**config.mk**
```make
export PLATFORM = sky130hd
export DESIGN_NAME = scalar_ladder
export DESIGN_NICKNAME = d
export VERILOG_FILES = /design/src/ladder_pkg.sv /design/src/field_addsub.sv /design/src/field_mult.sv /design/src/ladder_microcode.sv /design/src/ladder_step.sv /design/src/ladder_swap.sv /design/src/scalar_ladder.sv
export SDC_FILE = /design/constraint.sdc
export NUM_CORES = 1
export LEC_CHECK = 0
export BUFFER_PORTS_ARGS = -buffer_cell sky130_fd_sc_hd__buf_2
export CORE_UTILIZATION = 61
export DETAILED_ROUTE_END_ITERATION = 6
export PLACE_DENSITY = 0.8
export SETUP_SLACK_MARGIN = 0.1
export SLEW_MARGIN = 5
export SYNTH_ARGS = -nofsm -noshare
export SYNTH_HDL_FRONTEND = slang
export SYNTH_SLANG_ARGS = --single-unit
```
**constraint.sdc**
```tcl
create_clock -name clk -period 11.3 [get_ports clk]
set_input_delay 2.26 -clock clk [delete_from_list [all_inputs] [get_ports clk]]
set_output_delay 2.26 -clock clk [all_outputs]
set_load 0.005 [all_outputs]
```
**src/ladder_pkg.sv**
```systemverilog
`default_nettype none

package ladder_pkg;

	////////////////////
	// Field and scalar defaults

	localparam int DEFAULT_FIELD_BITS = 16;
	localparam logic [15:0] DEFAULT_FIELD_PRIME = 16'd65521;	// Largest 16 bit prime
	localparam logic [15:0] DEFAULT_A24 = 16'd56144;			// 121665 mod 65521
	localparam int DEFAULT_SCALAR_BITS = 16;

	// Operand and destination ids
	typedef enum logic [3:0] {
		TEMP_0    = 4'h0,	// General purpose temporaries
		TEMP_1    = 4'h1,
		TEMP_2    = 4'h2,
		TEMP_3    = 4'h3,
		TEMP_4    = 4'h4,
		TEMP_5    = 4'h5,
		SWAP_P_X  = 4'h6,	// Swap unit outputs, read only
		SWAP_P_Z  = 4'h7,
		SWAP_Q_X  = 4'h8,
		SWAP_Q_Z  = 4'h9,
		CONST_A24 = 4'ha,	// Curve constant
		BASE_U    = 4'hb,	// Base point u
		NONE      = 4'hc		// Result dropped
	} reg_id_t;

	// One state per microcode line
	typedef enum logic [3:0] {
		IDLE    = 4'h0,
		SWAPPED = 4'h1,
		A0      = 4'h2,
		B0_LO   = 4'h3,
		B0_HI   = 4'h4,
		B1_LO   = 4'h5,
		B1_HI   = 4'h6,
		C1      = 4'h7,
		R       = 4'h8,
		T       = 4'h9,
		XB_LO   = 4'ha,
		XB_HI   = 4'hb,
		XN_LO   = 4'hc,
		XN_HI   = 4'hd
	} step_state_t;

	// Which unit valid moves the program on
	typedef enum logic [1:0] {
		ADV_ADDSUB = 2'd0,
		ADV_MULT   = 2'd1,
		ADV_SWAP   = 2'd2
	} advance_t;

	typedef struct packed {
		logic        swap_en;
		logic        addsub_en;
		logic        mult_en;
		reg_id_t     addsub_a;
		reg_id_t     addsub_b;
		reg_id_t     mult_a;
		reg_id_t     mult_b;
		reg_id_t     sum_out;
		reg_id_t     diff_out;
		reg_id_t     mult_out;
		advance_t    advance_on;
		step_state_t next;
	} ucode_line_t;

endpackage

`default_nettype wire

```
**src/field_addsub.sv**
```systemverilog
`timescale 1ns/100ps
`default_nettype none

module field_addsub #(
	parameter int FIELD_BITS = ladder_pkg::DEFAULT_FIELD_BITS,
	parameter logic [FIELD_BITS-1:0] FIELD_PRIME = ladder_pkg::DEFAULT_FIELD_PRIME
) (
	input wire                   clk,
	input wire                   reset,
	input wire                   en,
	input wire [FIELD_BITS-1:0]  a,
	input wire [FIELD_BITS-1:0]  b,
	output logic                 valid,
	output logic [FIELD_BITS-1:0] sum,
	output logic [FIELD_BITS-1:0] diff
);

	localparam logic [FIELD_BITS:0] PRIME_EXT = {1'b0, FIELD_PRIME};

	logic [FIELD_BITS:0] sum_raw;	// One spare bit for carry
	logic [FIELD_BITS:0] diff_raw;	// Top bit is the borrow

	always_comb begin
		sum_raw = {1'b0, a} + {1'b0, b};
		if (sum_raw >= PRIME_EXT)
			sum_raw = sum_raw - PRIME_EXT;	// Single correction, inputs reduced

		diff_raw = {1'b0, a} - {1'b0, b};
		if (diff_raw[FIELD_BITS])
			diff_raw = diff_raw + PRIME_EXT;	// Wrapped below zero
	end

	always_ff @(posedge clk) begin
		if (reset)
			valid <= 1'b0;
		else
			valid <= en;	// One cycle latency

		if (en) begin
			sum  <= sum_raw[FIELD_BITS-1:0];
			diff <= diff_raw[FIELD_BITS-1:0];
		end
	end

endmodule

`default_nettype wire

```
**src/field_mult.sv**
```systemverilog
`timescale 1ns/100ps
`default_nettype none

module field_mult #(
	parameter int FIELD_BITS = ladder_pkg::DEFAULT_FIELD_BITS,
	parameter logic [FIELD_BITS-1:0] FIELD_PRIME = ladder_pkg::DEFAULT_FIELD_PRIME
) (
	input wire                    clk,
	input wire                    reset,
	input wire                    en,
	input wire [FIELD_BITS-1:0]   a,
	input wire [FIELD_BITS-1:0]   b,
	output logic                  valid,
	output logic [FIELD_BITS-1:0] product	// Doubles as the accumulator
);

	localparam int CNT_BITS = $clog2(FIELD_BITS + 1);
	localparam logic [FIELD_BITS:0] PRIME_EXT = {1'b0, FIELD_PRIME};

	logic [FIELD_BITS-1:0] a_r;
	logic [FIELD_BITS-1:0] b_r;		// Shifts left, top bit consumed
	logic [CNT_BITS-1:0]   count;	// Iterations left
	logic                  running;

	logic [FIELD_BITS:0]   dbl;
	logic [FIELD_BITS:0]   dbl_add;
	logic [FIELD_BITS-1:0] acc_next;

	////////////////////
	// One shift-and-add iteration

	always_comb begin
		dbl = {product, 1'b0};			// 2 * acc
		if (dbl >= PRIME_EXT)
			dbl = dbl - PRIME_EXT;

		dbl_add = dbl + {1'b0, a_r};	// Both terms below the prime
		if (dbl_add >= PRIME_EXT)
			dbl_add = dbl_add - PRIME_EXT;

		acc_next = b_r[FIELD_BITS-1] ? dbl_add[FIELD_BITS-1:0] : dbl[FIELD_BITS-1:0];
	end

	////////////////////
	// Sequencing

	always_ff @(posedge clk) begin
		if (reset) begin
			running <= 1'b0;
			valid   <= 1'b0;
			count   <= '0;
		end else begin
			valid <= 1'b0;
			if (en) begin
				running <= 1'b1;
				count   <= CNT_BITS'(FIELD_BITS);
			end else if (running) begin
				count <= count - 1'b1;
				if (count == CNT_BITS'(1)) begin	// Last bit of b
					running <= 1'b0;
					valid   <= 1'b1;
				end
			end
		end
	end

	always_ff @(posedge clk) begin
		if (en) begin
			a_r     <= a;
			b_r     <= b;
			product <= '0;
		end else if (running) begin
			product <= acc_next;
			b_r     <= {b_r[FIELD_BITS-2:0], 1'b0};
		end
	end

endmodule

`default_nettype wire

```
**src/ladder_microcode.sv**
```systemverilog
`timescale 1ns/100ps
`default_nettype none

module ladder_microcode (
	input wire ladder_pkg::step_state_t state,
	output ladder_pkg::ucode_line_t     line
);

	// Field order: enables {swap, addsub, mult}, addsub a/b, mult a/b,
	// sum/diff/product targets, advance source, next state
	always_comb begin
		case (state)
			ladder_pkg::SWAPPED: line = {3'b010,	// a0 into TEMP_0, a0h into TEMP_1
				ladder_pkg::SWAP_P_X, ladder_pkg::SWAP_P_Z, ladder_pkg::NONE, ladder_pkg::NONE,
				ladder_pkg::TEMP_0, ladder_pkg::TEMP_1, ladder_pkg::NONE,
				ladder_pkg::ADV_ADDSUB, ladder_pkg::A0};
			ladder_pkg::A0: line = {3'b011,			// a1 and a1h, b0 = a0 squared
				ladder_pkg::SWAP_Q_X, ladder_pkg::SWAP_Q_Z, ladder_pkg::TEMP_0, ladder_pkg::TEMP_0,
				ladder_pkg::TEMP_2, ladder_pkg::TEMP_3, ladder_pkg::TEMP_4,
				ladder_pkg::ADV_MULT, ladder_pkg::B0_LO};
			ladder_pkg::B0_LO: line = {3'b001,		// b0h into TEMP_5
				ladder_pkg::NONE, ladder_pkg::NONE, ladder_pkg::TEMP_1, ladder_pkg::TEMP_1,
				ladder_pkg::NONE, ladder_pkg::NONE, ladder_pkg::TEMP_5,
				ladder_pkg::ADV_MULT, ladder_pkg::B0_HI};
			ladder_pkg::B0_HI: line = {3'b001,		// Last read of a0h, TEMP_1 becomes b1
				ladder_pkg::NONE, ladder_pkg::NONE, ladder_pkg::TEMP_2, ladder_pkg::TEMP_1,
				ladder_pkg::NONE, ladder_pkg::NONE, ladder_pkg::TEMP_1,
				ladder_pkg::ADV_MULT, ladder_pkg::B1_LO};
			ladder_pkg::B1_LO: line = {3'b001,		// b1h overwrites a0
				ladder_pkg::NONE, ladder_pkg::NONE, ladder_pkg::TEMP_3, ladder_pkg::TEMP_0,
				ladder_pkg::NONE, ladder_pkg::NONE, ladder_pkg::TEMP_0,
				ladder_pkg::ADV_MULT, ladder_pkg::B1_HI};
			ladder_pkg::B1_HI: line = {3'b010,		// c1 in TEMP_0, c1h in TEMP_1
				ladder_pkg::TEMP_1, ladder_pkg::TEMP_0, ladder_pkg::NONE, ladder_pkg::NONE,
				ladder_pkg::TEMP_0, ladder_pkg::TEMP_1, ladder_pkg::NONE,
				ladder_pkg::ADV_ADDSUB, ladder_pkg::C1};
			ladder_pkg::C1: line = {3'b011,			// s into TEMP_1, r into TEMP_2
				ladder_pkg::TEMP_4, ladder_pkg::TEMP_5, ladder_pkg::TEMP_1, ladder_pkg::TEMP_1,
				ladder_pkg::NONE, ladder_pkg::TEMP_1, ladder_pkg::TEMP_2,
				ladder_pkg::ADV_MULT, ladder_pkg::R};
			ladder_pkg::R: line = {3'b001,			// t = s * A24
				ladder_pkg::NONE, ladder_pkg::NONE, ladder_pkg::TEMP_1, ladder_pkg::CONST_A24,
				ladder_pkg::NONE, ladder_pkg::NONE, ladder_pkg::TEMP_3,
				ladder_pkg::ADV_MULT, ladder_pkg::T};
			ladder_pkg::T: line = {3'b011,			// u into TEMP_4, nx into TEMP_3
				ladder_pkg::TEMP_3, ladder_pkg::TEMP_4, ladder_pkg::TEMP_4, ladder_pkg::TEMP_5,
				ladder_pkg::TEMP_4, ladder_pkg::NONE, ladder_pkg::TEMP_3,
				ladder_pkg::ADV_MULT, ladder_pkg::XB_LO};
			ladder_pkg::XB_LO: line = {3'b001,		// nz = s * u
				ladder_pkg::NONE, ladder_pkg::NONE, ladder_pkg::TEMP_1, ladder_pkg::TEMP_4,
				ladder_pkg::NONE, ladder_pkg::NONE, ladder_pkg::TEMP_1,
				ladder_pkg::ADV_MULT, ladder_pkg::XB_HI};
			ladder_pkg::XB_HI: line = {3'b001,		// mx = c1 squared
				ladder_pkg::NONE, ladder_pkg::NONE, ladder_pkg::TEMP_0, ladder_pkg::TEMP_0,
				ladder_pkg::NONE, ladder_pkg::NONE, ladder_pkg::TEMP_0,
				ladder_pkg::ADV_MULT, ladder_pkg::XN_LO};
			ladder_pkg::XN_LO: line = {3'b001,		// mz = r * base u
				ladder_pkg::NONE, ladder_pkg::NONE, ladder_pkg::TEMP_2, ladder_pkg::BASE_U,
				ladder_pkg::NONE, ladder_pkg::NONE, ladder_pkg::TEMP_2,
				ladder_pkg::ADV_MULT, ladder_pkg::XN_HI};
			ladder_pkg::XN_HI: line = {3'b100,		// Swap back, operands wired in the step
				ladder_pkg::NONE, ladder_pkg::NONE, ladder_pkg::NONE, ladder_pkg::NONE,
				ladder_pkg::NONE, ladder_pkg::NONE, ladder_pkg::NONE,
				ladder_pkg::ADV_SWAP, ladder_pkg::IDLE};
			default: line = {3'b000,				// Idle, wait for the entry swap
				ladder_pkg::NONE, ladder_pkg::NONE, ladder_pkg::NONE, ladder_pkg::NONE,
				ladder_pkg::NONE, ladder_pkg::NONE, ladder_pkg::NONE,
				ladder_pkg::ADV_SWAP, ladder_pkg::SWAPPED};
		endcase
	end

endmodule

`default_nettype wire

```
**src/ladder_step.sv**
```systemverilog
`timescale 1ns/100ps
`default_nettype none

module ladder_step #(
	parameter int FIELD_BITS = ladder_pkg::DEFAULT_FIELD_BITS,
	parameter logic [FIELD_BITS-1:0] FIELD_PRIME = ladder_pkg::DEFAULT_FIELD_PRIME,
	parameter logic [FIELD_BITS-1:0] A24 = ladder_pkg::DEFAULT_A24
) (
	input wire                    clk,
	input wire                    reset,
	input wire                    step_start,
	input wire                    bit_val,
	input wire                    seed,		// Use (1,0),(u,1) instead of in_*
	input wire [FIELD_BITS-1:0]   base_u,
	input wire [FIELD_BITS-1:0]   in_px,
	input wire [FIELD_BITS-1:0]   in_pz,
	input wire [FIELD_BITS-1:0]   in_qx,
	input wire [FIELD_BITS-1:0]   in_qz,
	output logic                  step_done,
	output logic [FIELD_BITS-1:0] out_px,
	output logic [FIELD_BITS-1:0] out_pz,
	output logic [FIELD_BITS-1:0] out_qx,
	output logic [FIELD_BITS-1:0] out_qz
);

	localparam logic [FIELD_BITS-1:0] ONE = FIELD_BITS'(1);

	ladder_pkg::step_state_t state;
	ladder_pkg::ucode_line_t line;
	logic                    advancing;
	logic                    advancing_ff;	// Issue one cycle after the move

	logic [FIELD_BITS-1:0] temps [0:5];
	logic [FIELD_BITS-1:0] src [0:15];		// Every readable operand by id

	////////////////////
	// Shared units

	logic                  addsub_en;
	logic [FIELD_BITS-1:0] addsub_a;
	logic [FIELD_BITS-1:0] addsub_b;
	logic                  addsub_valid;
	logic [FIELD_BITS-1:0] addsub_sum;
	logic [FIELD_BITS-1:0] addsub_diff;

	logic                  mult_en;
	logic [FIELD_BITS-1:0] mult_a;
	logic [FIELD_BITS-1:0] mult_b;
	logic                  mult_valid;
	logic [FIELD_BITS-1:0] mult_product;

	logic                  swap_en;
	logic                  swap_bit;		// Held for the whole step
	logic [FIELD_BITS-1:0] swap_r_x;
	logic [FIELD_BITS-1:0] swap_r_z;
	logic [FIELD_BITS-1:0] swap_s_x;
	logic [FIELD_BITS-1:0] swap_s_z;
	logic                  swap_valid;

	ladder_microcode ucode (.state(state), .line(line));

	field_addsub #(.FIELD_BITS(FIELD_BITS), .FIELD_PRIME(FIELD_PRIME)) addsub (
		.clk(clk), .reset(reset), .en(addsub_en), .a(addsub_a), .b(addsub_b),
		.valid(addsub_valid), .sum(addsub_sum), .diff(addsub_diff)
	);

	field_mult #(.FIELD_BITS(FIELD_BITS), .FIELD_PRIME(FIELD_PRIME)) mult (
		.clk(clk), .reset(reset), .en(mult_en), .a(mult_a), .b(mult_b),
		.valid(mult_valid), .product(mult_product)
	);

	// Entry and exit swap share one instance, outputs are the step result
	ladder_swap #(.FIELD_BITS(FIELD_BITS)) swap (
		.clk(clk), .reset(reset), .en(swap_en), .bit_val(swap_bit),
		.r_x(swap_r_x), .r_z(swap_r_z), .s_x(swap_s_x), .s_z(swap_s_z),
		.valid(swap_valid), .p_x(out_px), .p_z(out_pz), .q_x(out_qx), .q_z(out_qz)
	);

	////////////////////
	// Operand sources and advance

	always_comb begin
		for (int i = 0; i < 16; i++)
			src[i] = '0;				// Unused ids read zero
		for (int i = 0; i < 6; i++)
			src[i] = temps[i];
		src[ladder_pkg::SWAP_P_X]  = out_px;
		src[ladder_pkg::SWAP_P_Z]  = out_pz;
		src[ladder_pkg::SWAP_Q_X]  = out_qx;
		src[ladder_pkg::SWAP_Q_Z]  = out_qz;
		src[ladder_pkg::CONST_A24] = A24;
		src[ladder_pkg::BASE_U]    = base_u;

		advancing = (addsub_valid && line.advance_on == ladder_pkg::ADV_ADDSUB) ||
			(mult_valid && line.advance_on == ladder_pkg::ADV_MULT) ||
			(swap_valid && line.advance_on == ladder_pkg::ADV_SWAP);
	end

	assign step_done = swap_valid && (state == ladder_pkg::XN_HI);	// Exit swap landed

	////////////////////
	// State and enables

	always_ff @(posedge clk) begin
		if (reset) begin
			state        <= ladder_pkg::IDLE;
			advancing_ff <= 1'b0;
			addsub_en    <= 1'b0;
			mult_en      <= 1'b0;
			swap_en      <= 1'b0;
		end else begin
			addsub_en    <= 1'b0;
			mult_en      <= 1'b0;
			swap_en      <= 1'b0;
			advancing_ff <= advancing;
			if (advancing)
				state <= line.next;
			if (advancing_ff) begin		// Line of the new state
				addsub_en <= line.addsub_en;
				mult_en   <= line.mult_en;
				swap_en   <= line.swap_en;
			end
			if (step_start)
				swap_en <= 1'b1;		// Entry swap
		end
	end

	////////////////////
	// Write back and operand registers

	always_ff @(posedge clk) begin
		if (addsub_valid && line.sum_out <= ladder_pkg::TEMP_5)
			temps[line.sum_out[2:0]] <= addsub_sum;
		if (addsub_valid && line.diff_out <= ladder_pkg::TEMP_5)
			temps[line.diff_out[2:0]] <= addsub_diff;
		if (mult_valid && line.mult_out <= ladder_pkg::TEMP_5)
			temps[line.mult_out[2:0]] <= mult_product;

		if (advancing_ff) begin
			addsub_a <= src[line.addsub_a];
			addsub_b <= src[line.addsub_b];
			mult_a   <= src[line.mult_a];
			mult_b   <= src[line.mult_b];
			swap_r_x <= temps[3];		// nx
			swap_r_z <= temps[1];		// nz
			swap_s_x <= temps[0];		// mx
			swap_s_z <= temps[2];		// mz
		end

		if (step_start) begin
			swap_bit <= bit_val;
			swap_r_x <= seed ? ONE : in_px;
			swap_r_z <= seed ? '0 : in_pz;
			swap_s_x <= seed ? base_u : in_qx;
			swap_s_z <= seed ? ONE : in_qz;
		end
	end

endmodule

`default_nettype wire

```
**src/ladder_swap.sv**
```systemverilog
`timescale 1ns/100ps
`default_nettype none

module ladder_swap #(
	parameter int FIELD_BITS = ladder_pkg::DEFAULT_FIELD_BITS
) (
	input wire                    clk,
	input wire                    reset,
	input wire                    en,
	input wire                    bit_val,
	input wire [FIELD_BITS-1:0]   r_x,
	input wire [FIELD_BITS-1:0]   r_z,
	input wire [FIELD_BITS-1:0]   s_x,
	input wire [FIELD_BITS-1:0]   s_z,
	output logic                  valid,
	output logic [FIELD_BITS-1:0] p_x,
	output logic [FIELD_BITS-1:0] p_z,
	output logic [FIELD_BITS-1:0] q_x,
	output logic [FIELD_BITS-1:0] q_z
);

	always_ff @(posedge clk) begin
		if (reset)
			valid <= 1'b0;
		else
			valid <= en;

		// Outputs held between enables, step reads them as operands
		if (en) begin
			p_x <= bit_val ? s_x : r_x;
			p_z <= bit_val ? s_z : r_z;
			q_x <= bit_val ? r_x : s_x;
			q_z <= bit_val ? r_z : s_z;
		end
	end

endmodule

`default_nettype wire

```
**src/scalar_ladder.sv**
```systemverilog
`timescale 1ns/100ps
`default_nettype none

module scalar_ladder #(
	parameter int FIELD_BITS = ladder_pkg::DEFAULT_FIELD_BITS,
	parameter logic [FIELD_BITS-1:0] FIELD_PRIME = ladder_pkg::DEFAULT_FIELD_PRIME,
	parameter logic [FIELD_BITS-1:0] A24 = ladder_pkg::DEFAULT_A24,
	parameter int SCALAR_BITS = ladder_pkg::DEFAULT_SCALAR_BITS
) (
	input wire                    clk,
	input wire                    reset,
	input wire                    start,
	input wire [FIELD_BITS-1:0]   base_u,
	input wire [SCALAR_BITS-1:0]  scalar,
	output logic                  busy,
	output logic                  done,
	output logic [FIELD_BITS-1:0] result_x,
	output logic [FIELD_BITS-1:0] result_z
);

	localparam int IDX_BITS = (SCALAR_BITS > 1) ? $clog2(SCALAR_BITS) : 1;

	logic [SCALAR_BITS-1:0] scalar_r;
	logic [FIELD_BITS-1:0]  base_r;
	logic [IDX_BITS-1:0]    bit_idx;	// Counts down from the top bit
	logic                   first;		// Seed the first step
	logic                   step_start;
	wire                    step_done;

	// Step outputs loop back as the next step inputs
	wire [FIELD_BITS-1:0] px;
	wire [FIELD_BITS-1:0] pz;
	wire [FIELD_BITS-1:0] qx;
	wire [FIELD_BITS-1:0] qz;

	ladder_step #(.FIELD_BITS(FIELD_BITS), .FIELD_PRIME(FIELD_PRIME), .A24(A24)) step (
		.clk(clk), .reset(reset), .step_start(step_start), .bit_val(scalar_r[bit_idx]),
		.seed(first), .base_u(base_r),
		.in_px(px), .in_pz(pz), .in_qx(qx), .in_qz(qz),
		.step_done(step_done),
		.out_px(px), .out_pz(pz), .out_qx(qx), .out_qz(qz)
	);

	always_ff @(posedge clk) begin
		if (reset) begin
			busy       <= 1'b0;
			done       <= 1'b0;
			step_start <= 1'b0;
			first      <= 1'b0;
			bit_idx    <= '0;
			result_x   <= '0;
			result_z   <= '0;
		end else begin
			done       <= 1'b0;
			step_start <= 1'b0;
			if (start && !busy) begin	// Start while busy is dropped
				busy       <= 1'b1;
				step_start <= 1'b1;
				first      <= 1'b1;
				bit_idx    <= IDX_BITS'(SCALAR_BITS - 1);
			end else if (step_done) begin
				first <= 1'b0;
				if (bit_idx == '0) begin	// Bit 0 finished
					busy     <= 1'b0;
					done     <= 1'b1;
					result_x <= px;
					result_z <= pz;
				end else begin
					bit_idx    <= bit_idx - 1'b1;
					step_start <= 1'b1;
				end
			end
		end
	end

	// Operands captured with an accepted start
	always_ff @(posedge clk) begin
		if (start && !busy) begin
			scalar_r <= scalar;
			base_r   <= base_u;
		end
	end

endmodule

`default_nettype wire

```
======== After elaboration in Yosys (flattened, before gate mapping) ========
Memory sizes are Yosys's and may differ from the RTL's. A register that Yosys moved wholly into a read port is not among the register bits.
Index checks and enable logic that the tools add are counted.
cells by class
  $add $sub $neg .......................... 9
  $lt $le $gt $ge ......................... 11
  equality and inequality tests ........... 5
  muxes and demuxes ....................... 65
  bitwise logic cells ..................... 8
  reduce and logical (&&, ||, !) cells .... 24
operator list
  operator                                                                          count
  16-bit two-way mux                                                                30
  16-bit binary-select mux with 4-bit select                                        4
  17-bit by 16-bit >= comparator with 1-bit output, second input constant           3
  16-bit subtractor, second input constant                                          2
  1-bit two-way mux                                                                 22
  5-bit >= comparator, second input constant                                        4
  4-bit two-way mux                                                                 5
  4-bit NOT with 5-bit output                                                       4
  16-bit by 16-bit adder with 17-bit output                                         1
  17-bit by 16-bit adder with 17-bit output                                         1
  17-bit two-way mux                                                                1
  16-bit by 16-bit subtractor with 17-bit output                                    1
  17-bit by 16-bit subtractor with 17-bit output, second input constant             1
  16-bit adder, second input constant                                               1
  4-bit by 3-bit less-or-equal comparator with 1-bit output, second input constant  3
  5-bit two-way mux                                                                 2
  1-bit logical AND                                                                 8
  2-bit nonzero test                                                                4
  3-bit OR reduction                                                                2
  5-bit by 1-bit == test with 1-bit output, second input constant                   1
  4-bit by 5-bit less-than comparator with 1-bit output, second input constant      1
  5-bit by 1-bit subtractor with 5-bit output, second input constant                1
  1-bit binary-select mux with 4-bit select                                         1
  4-bit == test, second input constant                                              1
  12 further kinds                                                                  18
word-level totals
  bits in registers ....................... 362
  RAM bits ................................ 96
  bits in read-only memories .............. 576
  bits of input ports ..................... 35
  output and inout bits ................... 34
  word-level logic and storage cells ...... 162
  memories kept ........................... 2
memories
  name              depth  width  rd ports  clocked after memory_dff  write ports  line                    source
  (name not given)  16     36     1         1                         0            ladder_microcode.sv:12  case (state)
  step.temps        6      16     6         0                         3            ladder_step.sv:33       logic [FIELD_BITS-1:0] temps [0:5];

======== Logic depth before layout (Yosys ltp) ========
  depth after elaboration ................. 6
  mapped depth ............................ 21
  mapped depth without buffers ............ 20

======== By module ========
Synthesis repeated with hierarchy kept, for this count alone.
second synthesis, totals
  cell total of the unflattened synthesis .. 2,702
  area total of the unflattened synthesis .. 29,763.5 um2
modules (own cells, without submodules)
  module            instances  cells each  area each (um2)  sequential area each (um2)
  ladder_step       1          1,467       16,211.8         6,916.6
  field_mult        1          396         3,868.7          1,421.4
  field_addsub      1          391         3,448.3          980.9
  ladder_swap       1          137         3,025.4          1,941.9
  scalar_ladder     1          226         2,660.1          1,761.7
  ladder_microcode  1          85          549.3            0.0

======== Worst setup path before layout ========
Ideal clock, no wire load.
  path kind ............................... flip-flop to flip-flop
  start ................................... reg step.mult.product[1]
  end ..................................... reg step.mult.product[13]
  setup time .............................. 0.086 ns
  arrival ................................. 4.674 ns
  required time ........................... 11.214 ns
  slack ................................... 6.541 ns
  cell stages (with the launch flop) ...... 22
  buffers on the path ..................... 1
  clock period less this slack ............ 4.759 ns
  path through ............................ dfxtp_1 clkbuf_1 inv_1 ha_1 a21oi_1 nand4_1 o21ai_1 o31a_1 nand2b_1 nor2_1 xor2_1 ha_1 and3_1 o211a_1 nor3_1 xnor2_1 nand4_2 nor3b_2 a31oi_4 or3b_1 xnor2_1 a211oi_1
on the way
  longest elaborated chain between the ends .. 6
  elaborated cells between the ends (all ways) .. 8
  those cells by class .................... add/sub (3); order compare (2); mux (3)
ends and longest elaborated chain
  what                                                                                                                       line                                source
  start, declared                                                                                                            field_mult.sv:14                    output logic [FIELD_BITS-1:0] product
  start signal, assigned                                                                                                     field_mult.sv:73                    product <= acc_next;
  17-bit by 16-bit subtractor with 17-bit output / 17-bit by 16-bit >= comparator with 1-bit output (equally long branches)  field_mult.sv:35, field_mult.sv:34
  17-bit two-way mux (*)                                                                                                     field_mult.sv:34                    if (dbl >= PRIME_EXT)
  17-bit by 16-bit adder with 17-bit output                                                                                  field_mult.sv:37                    dbl_add = dbl + {1'b0, a_r};
  16-bit subtractor / 17-bit by 16-bit >= comparator with 1-bit output (equally long branches)                               field_mult.sv:39, field_mult.sv:38
  16-bit two-way mux                                                                                                         field_mult.sv:38                    if (dbl_add >= PRIME_EXT)
  16-bit two-way mux (*)                                                                                                     field_mult.sv:41                    acc_next = b_r[FIELD_BITS-1] ? dbl_add[FIELD_BITS-1:0] : dbl[FIELD_BITS-1:0];
Mark *: on every way between the ends. The rest lies on a longest branch, timed or not.
A chain may end at the register's enable or synchronous reset.

======== Worst setup path after layout ========
  start ................................... reg step.mult.product[7]
  end ..................................... reg step.mult.product[13]
The elaborated chain is that of the path after synthesis.

==> impl_results.md <==
* Status: complete, but fails checks
* Failing checks: DRC
* Vias per cell at approximately 6.9
* Die Ht at 219.8 microns
* TritonCTS clock tree: built
* Post-CTS sizing at 0
* Area Overhead vs Synth at 8.533%
* Initial antenna violation count at 4
* Die area at approximately 48000 sq um
* Reg clk slew, reported paths at around 0.070 ns
* Yosys warning count at 0
* Crit path max-delay cell type: dfxtp_1
* Largest register FFs at 96
* Number of max-cap violations at 0
* CP Class: flip-flop to flip-flop
* GRT Resource Usage Total at 35.24%
* Residual DRC at 4
* CTS sink count at roughly 490
* Worst path cell trace: and4_1 > and3_1 > nand4_1 > o21ai_1 > o31a_1 > nand2b_1 > nor2_1 > xor2_1 > ha_1 > and3_1 > o211a_1 > nor3_1 > xnor2_1 > nand4_2 > nor3b_2 > a31oi_4 > or3b_1 > xnor2_1 > a211oi_1
* Max incr delay on CP at 0.62 ns
* Starting Density at slightly above 60%
* CP Data Required Time at around 12 ns
* P_leak at about 0.011 uW
* Remaining global-route overflow at 0
* DRT iter0 DRCs at ~2500
* Max frequency at between 150 and 200 MHz
* Root Buffer: clkbuf_16
* Async SR Flop Fraction at 0%
* Main combinational cell family by area after synthesis: multiplexers
* Final wirelength at ~84000 microns
* First-pass GRT wire length at ~130000 microns
* ANT nets after route at 0
* DPL Wire Length at between 50000 and 60000 microns
* Final Critical Period at between 5 and 6 ns
* Chip width at ~220 microns
* Mapped Avg Cell Area at between 10 and 15 sq um
* Clk buf depth at 3
* Post-synthesis net count at ~2600
* Mapped Area at 28940 sq um
* Number of synthesized flops with an enable pin at just under 400
* Skew-Pair Late Insertion Delay at 0.63 ns
* Flops & latches, synth at approximately 500
* Final cycle utilization of the critical path at a little over half
* Critical Path Start Type: flip-flop
* CTS Hold Buffers Added at 0
* Multiplexer area fraction after synthesis at 21.38%
* Synth Area in XOR/XNOR at under 10%
* Port bufs at slightly below 70
* Floorplan row count at a little under 80
* Worst Tran Pin Value at about 1.2 ns
* Cell Int Power at about 3000 uW
* Combinational share of power at under 10%
* CP max FO at 11
* Vias in the first global route at 21000
* Design Power at approximately 3900 uW
* Pin count of the biggest net entering global routing at 94
* Final setup TNS at 0 ns
* Reg-to-reg slack, setup at roughly 5.3 ns
* Core box area at ~47000 sq um
* Rel. slew slack at between 20 and 25%
* Hold Path Class: flip-flop to flip-flop
* Synth unique cells at 104
* Clock Power Share at between 40% and 50%
* # setup viols final at 0
* Commonest register cell after synthesis: edfxtp_1
* Post-Syn Instances at 2503
* RD Place Congestion at 1.033
* Vias post-DR at roughly 22000
* Net switching power at 895.6 uW
* Switching share of power at between 20% and 30%
* PD cells at between 100 and 150 nW/um^2
* I/O Pins at 69
* Synth Area in Simple Gates at between 10% and 20%
* Register area share after synthesis at about 47%
* Crit path arrival time at roughly 6.5 ns
* Final Hold Fails at 0
* Drt wl/cell at around 27 microns
* Compound-gate portion of the synthesized area at approximately 11%
* Max-slew violation count at 0
* RSZ-0062 raised after global routing: false
* Sequential power share at 50.5%
* VDD IR max at ~120 uV
* Share of cells above drive strength 1 at a little over a fifth
* Final #Nets at approximately 2600
* Total CTS buffers at 51
* DRT Pass-1 Iters at 7
* Synthesized-area fraction occupied by adder cells at just over 3%
* H-tree levels at 2
* CP endpoint kind: flip-flop
* Clock skew at 0.01606 ns
* Post-CTS setup buffer count at 0
## power groups by stage
| stage | sequential (uW) | clock (uW) | combinational [uW] |
|---|---|---|---|
| 6_report | 1990 | 1770 | 183 |
| 5_1_grt | 2000 | 1860 | 196 |
| 4_1_cts | 1990 | 1790 | 181 |
| 3_5_place_dp | 2030 | 0 | 179 |
| 3_3_place_gp | 2030 | 0 | 174 |
| 2_1_floorplan | 2020 | 0 | 137 |
## Yosys cell counts, drive strengths merged, types with 6 or more instances
cell type,number,area share (%)
a22o,8,0.24
nand4,10,0.24
a21o,13,0.34
nor2b,24,0.52
and2,8,0.17
a22oi,25,0.65
a31oi,14,0.41
nor4,7,0.15
o21ai,170,3.0
nor2,121,1.6
nand2b,19,0.44
dfxtp,104,7.2
xor2,25,0.76
nor3,32,0.57
o31ai,6,0.20
nand3b,52,1.3
nor4b,6,0.23
nand3,19,0.33
and3,16,0.35
ha,65,2.8
mux4,134,10
o21bai,7,0.18
o211a,6,0.23
or2,13,0.28
edfxtp,385,40
inv,141,1.8
nor3b,7,0.20
o22ai,50,1.1
nand2,243,3.2
o211ai,25,0.65
xnor2,51,1.5
mux2i,148,5.1
buf,36,0.59
a211oi,7,0.18
mux2,150,5.8
or3,10,0.26
a21oi,137,2.4
clkbuf,140,1.9
## stage by stage
stage               setup WS (ns)  area, sq um  utilization (%)  cells  hold slack, ns
floorplan                   6.541        28940                -   2503          0.4003
global route                4.967        31410            67.33   3131          0.4413
CTS                         5.476        31410            67.33   3131          0.4199
detailed placement          5.565        29630            63.52   3035          0.4045
global placement            5.585        29630            63.52   3035          0.4091
finish                      5.320        31410            67.33   3132          0.4202
## layout make-up
class,count,area [sq um]
fillers,3378,15240
flip-flops and latches,489,13660
inverters,141,529.3
diodes,1,2.502
clock inverters,31,366.6
multi-input cells,1697,14100
repair buffers,101,588.1
well taps,607,759.5
clock buffers,65,1410
## cell usage in the layout, fill, tap and decap left out, types with 33 or more instances in the layout
cell type,Yosys,final
a21oi_1,134,134
buf_2,6,68
buf_4,1,33
clkbuf_16,0,52
dfxtp_1,104,91
edfxtp_1,385,385
ha_1,65,65
inv_1,138,138
mux2_2,150,150
mux2i_1,148,148
mux4_2,134,134
nand2_1,242,242
nand3b_1,52,52
nor2_1,121,121
o21ai_0,162,160
o22ai_1,50,50
xnor2_1,51,51
## logic make-up after synthesis
logic type                 after synthesis
and+or+nand+nor                        602
AOI/OAI and AO/OA                      518
DFF                                    489
muxes                                  432
buffers and inverters                  317
xor gates and xnor gates                77
adders and majority gates               68
## final timing paths
check                  startpoint               endpoint  cells past startpoint
min reg2reg        step.mult_a[1]       step.mult.a_r[1]                      0
max          step.mult.product[7]  step.mult.product[13]                     19
min                step.mult_a[1]       step.mult.a_r[1]                      0
max reg2reg  step.mult.product[7]  step.mult.product[13]                     19
## worst max-delay path: cells and delay by family, from the launching register on
kind | cells | cell delay, ns
xor+xnor | 3 | 0.64
simple gates | 10 | 2.68
flops | 1 | 0.62
fa+ha+maj | 1 | 0.34
compound gates | 5 | 1.58
## metal layers
layer	up-vias	share of wire (%)	track usage, %
li1	9328	-	-
met4	2	7.2	21.47
met5	-	0.019	0
met3	357	8.3	6.363
met1	10570	37	44.21
met2	1276	47	56.93
No activity file was read; power rests on OpenSTA's default activity.
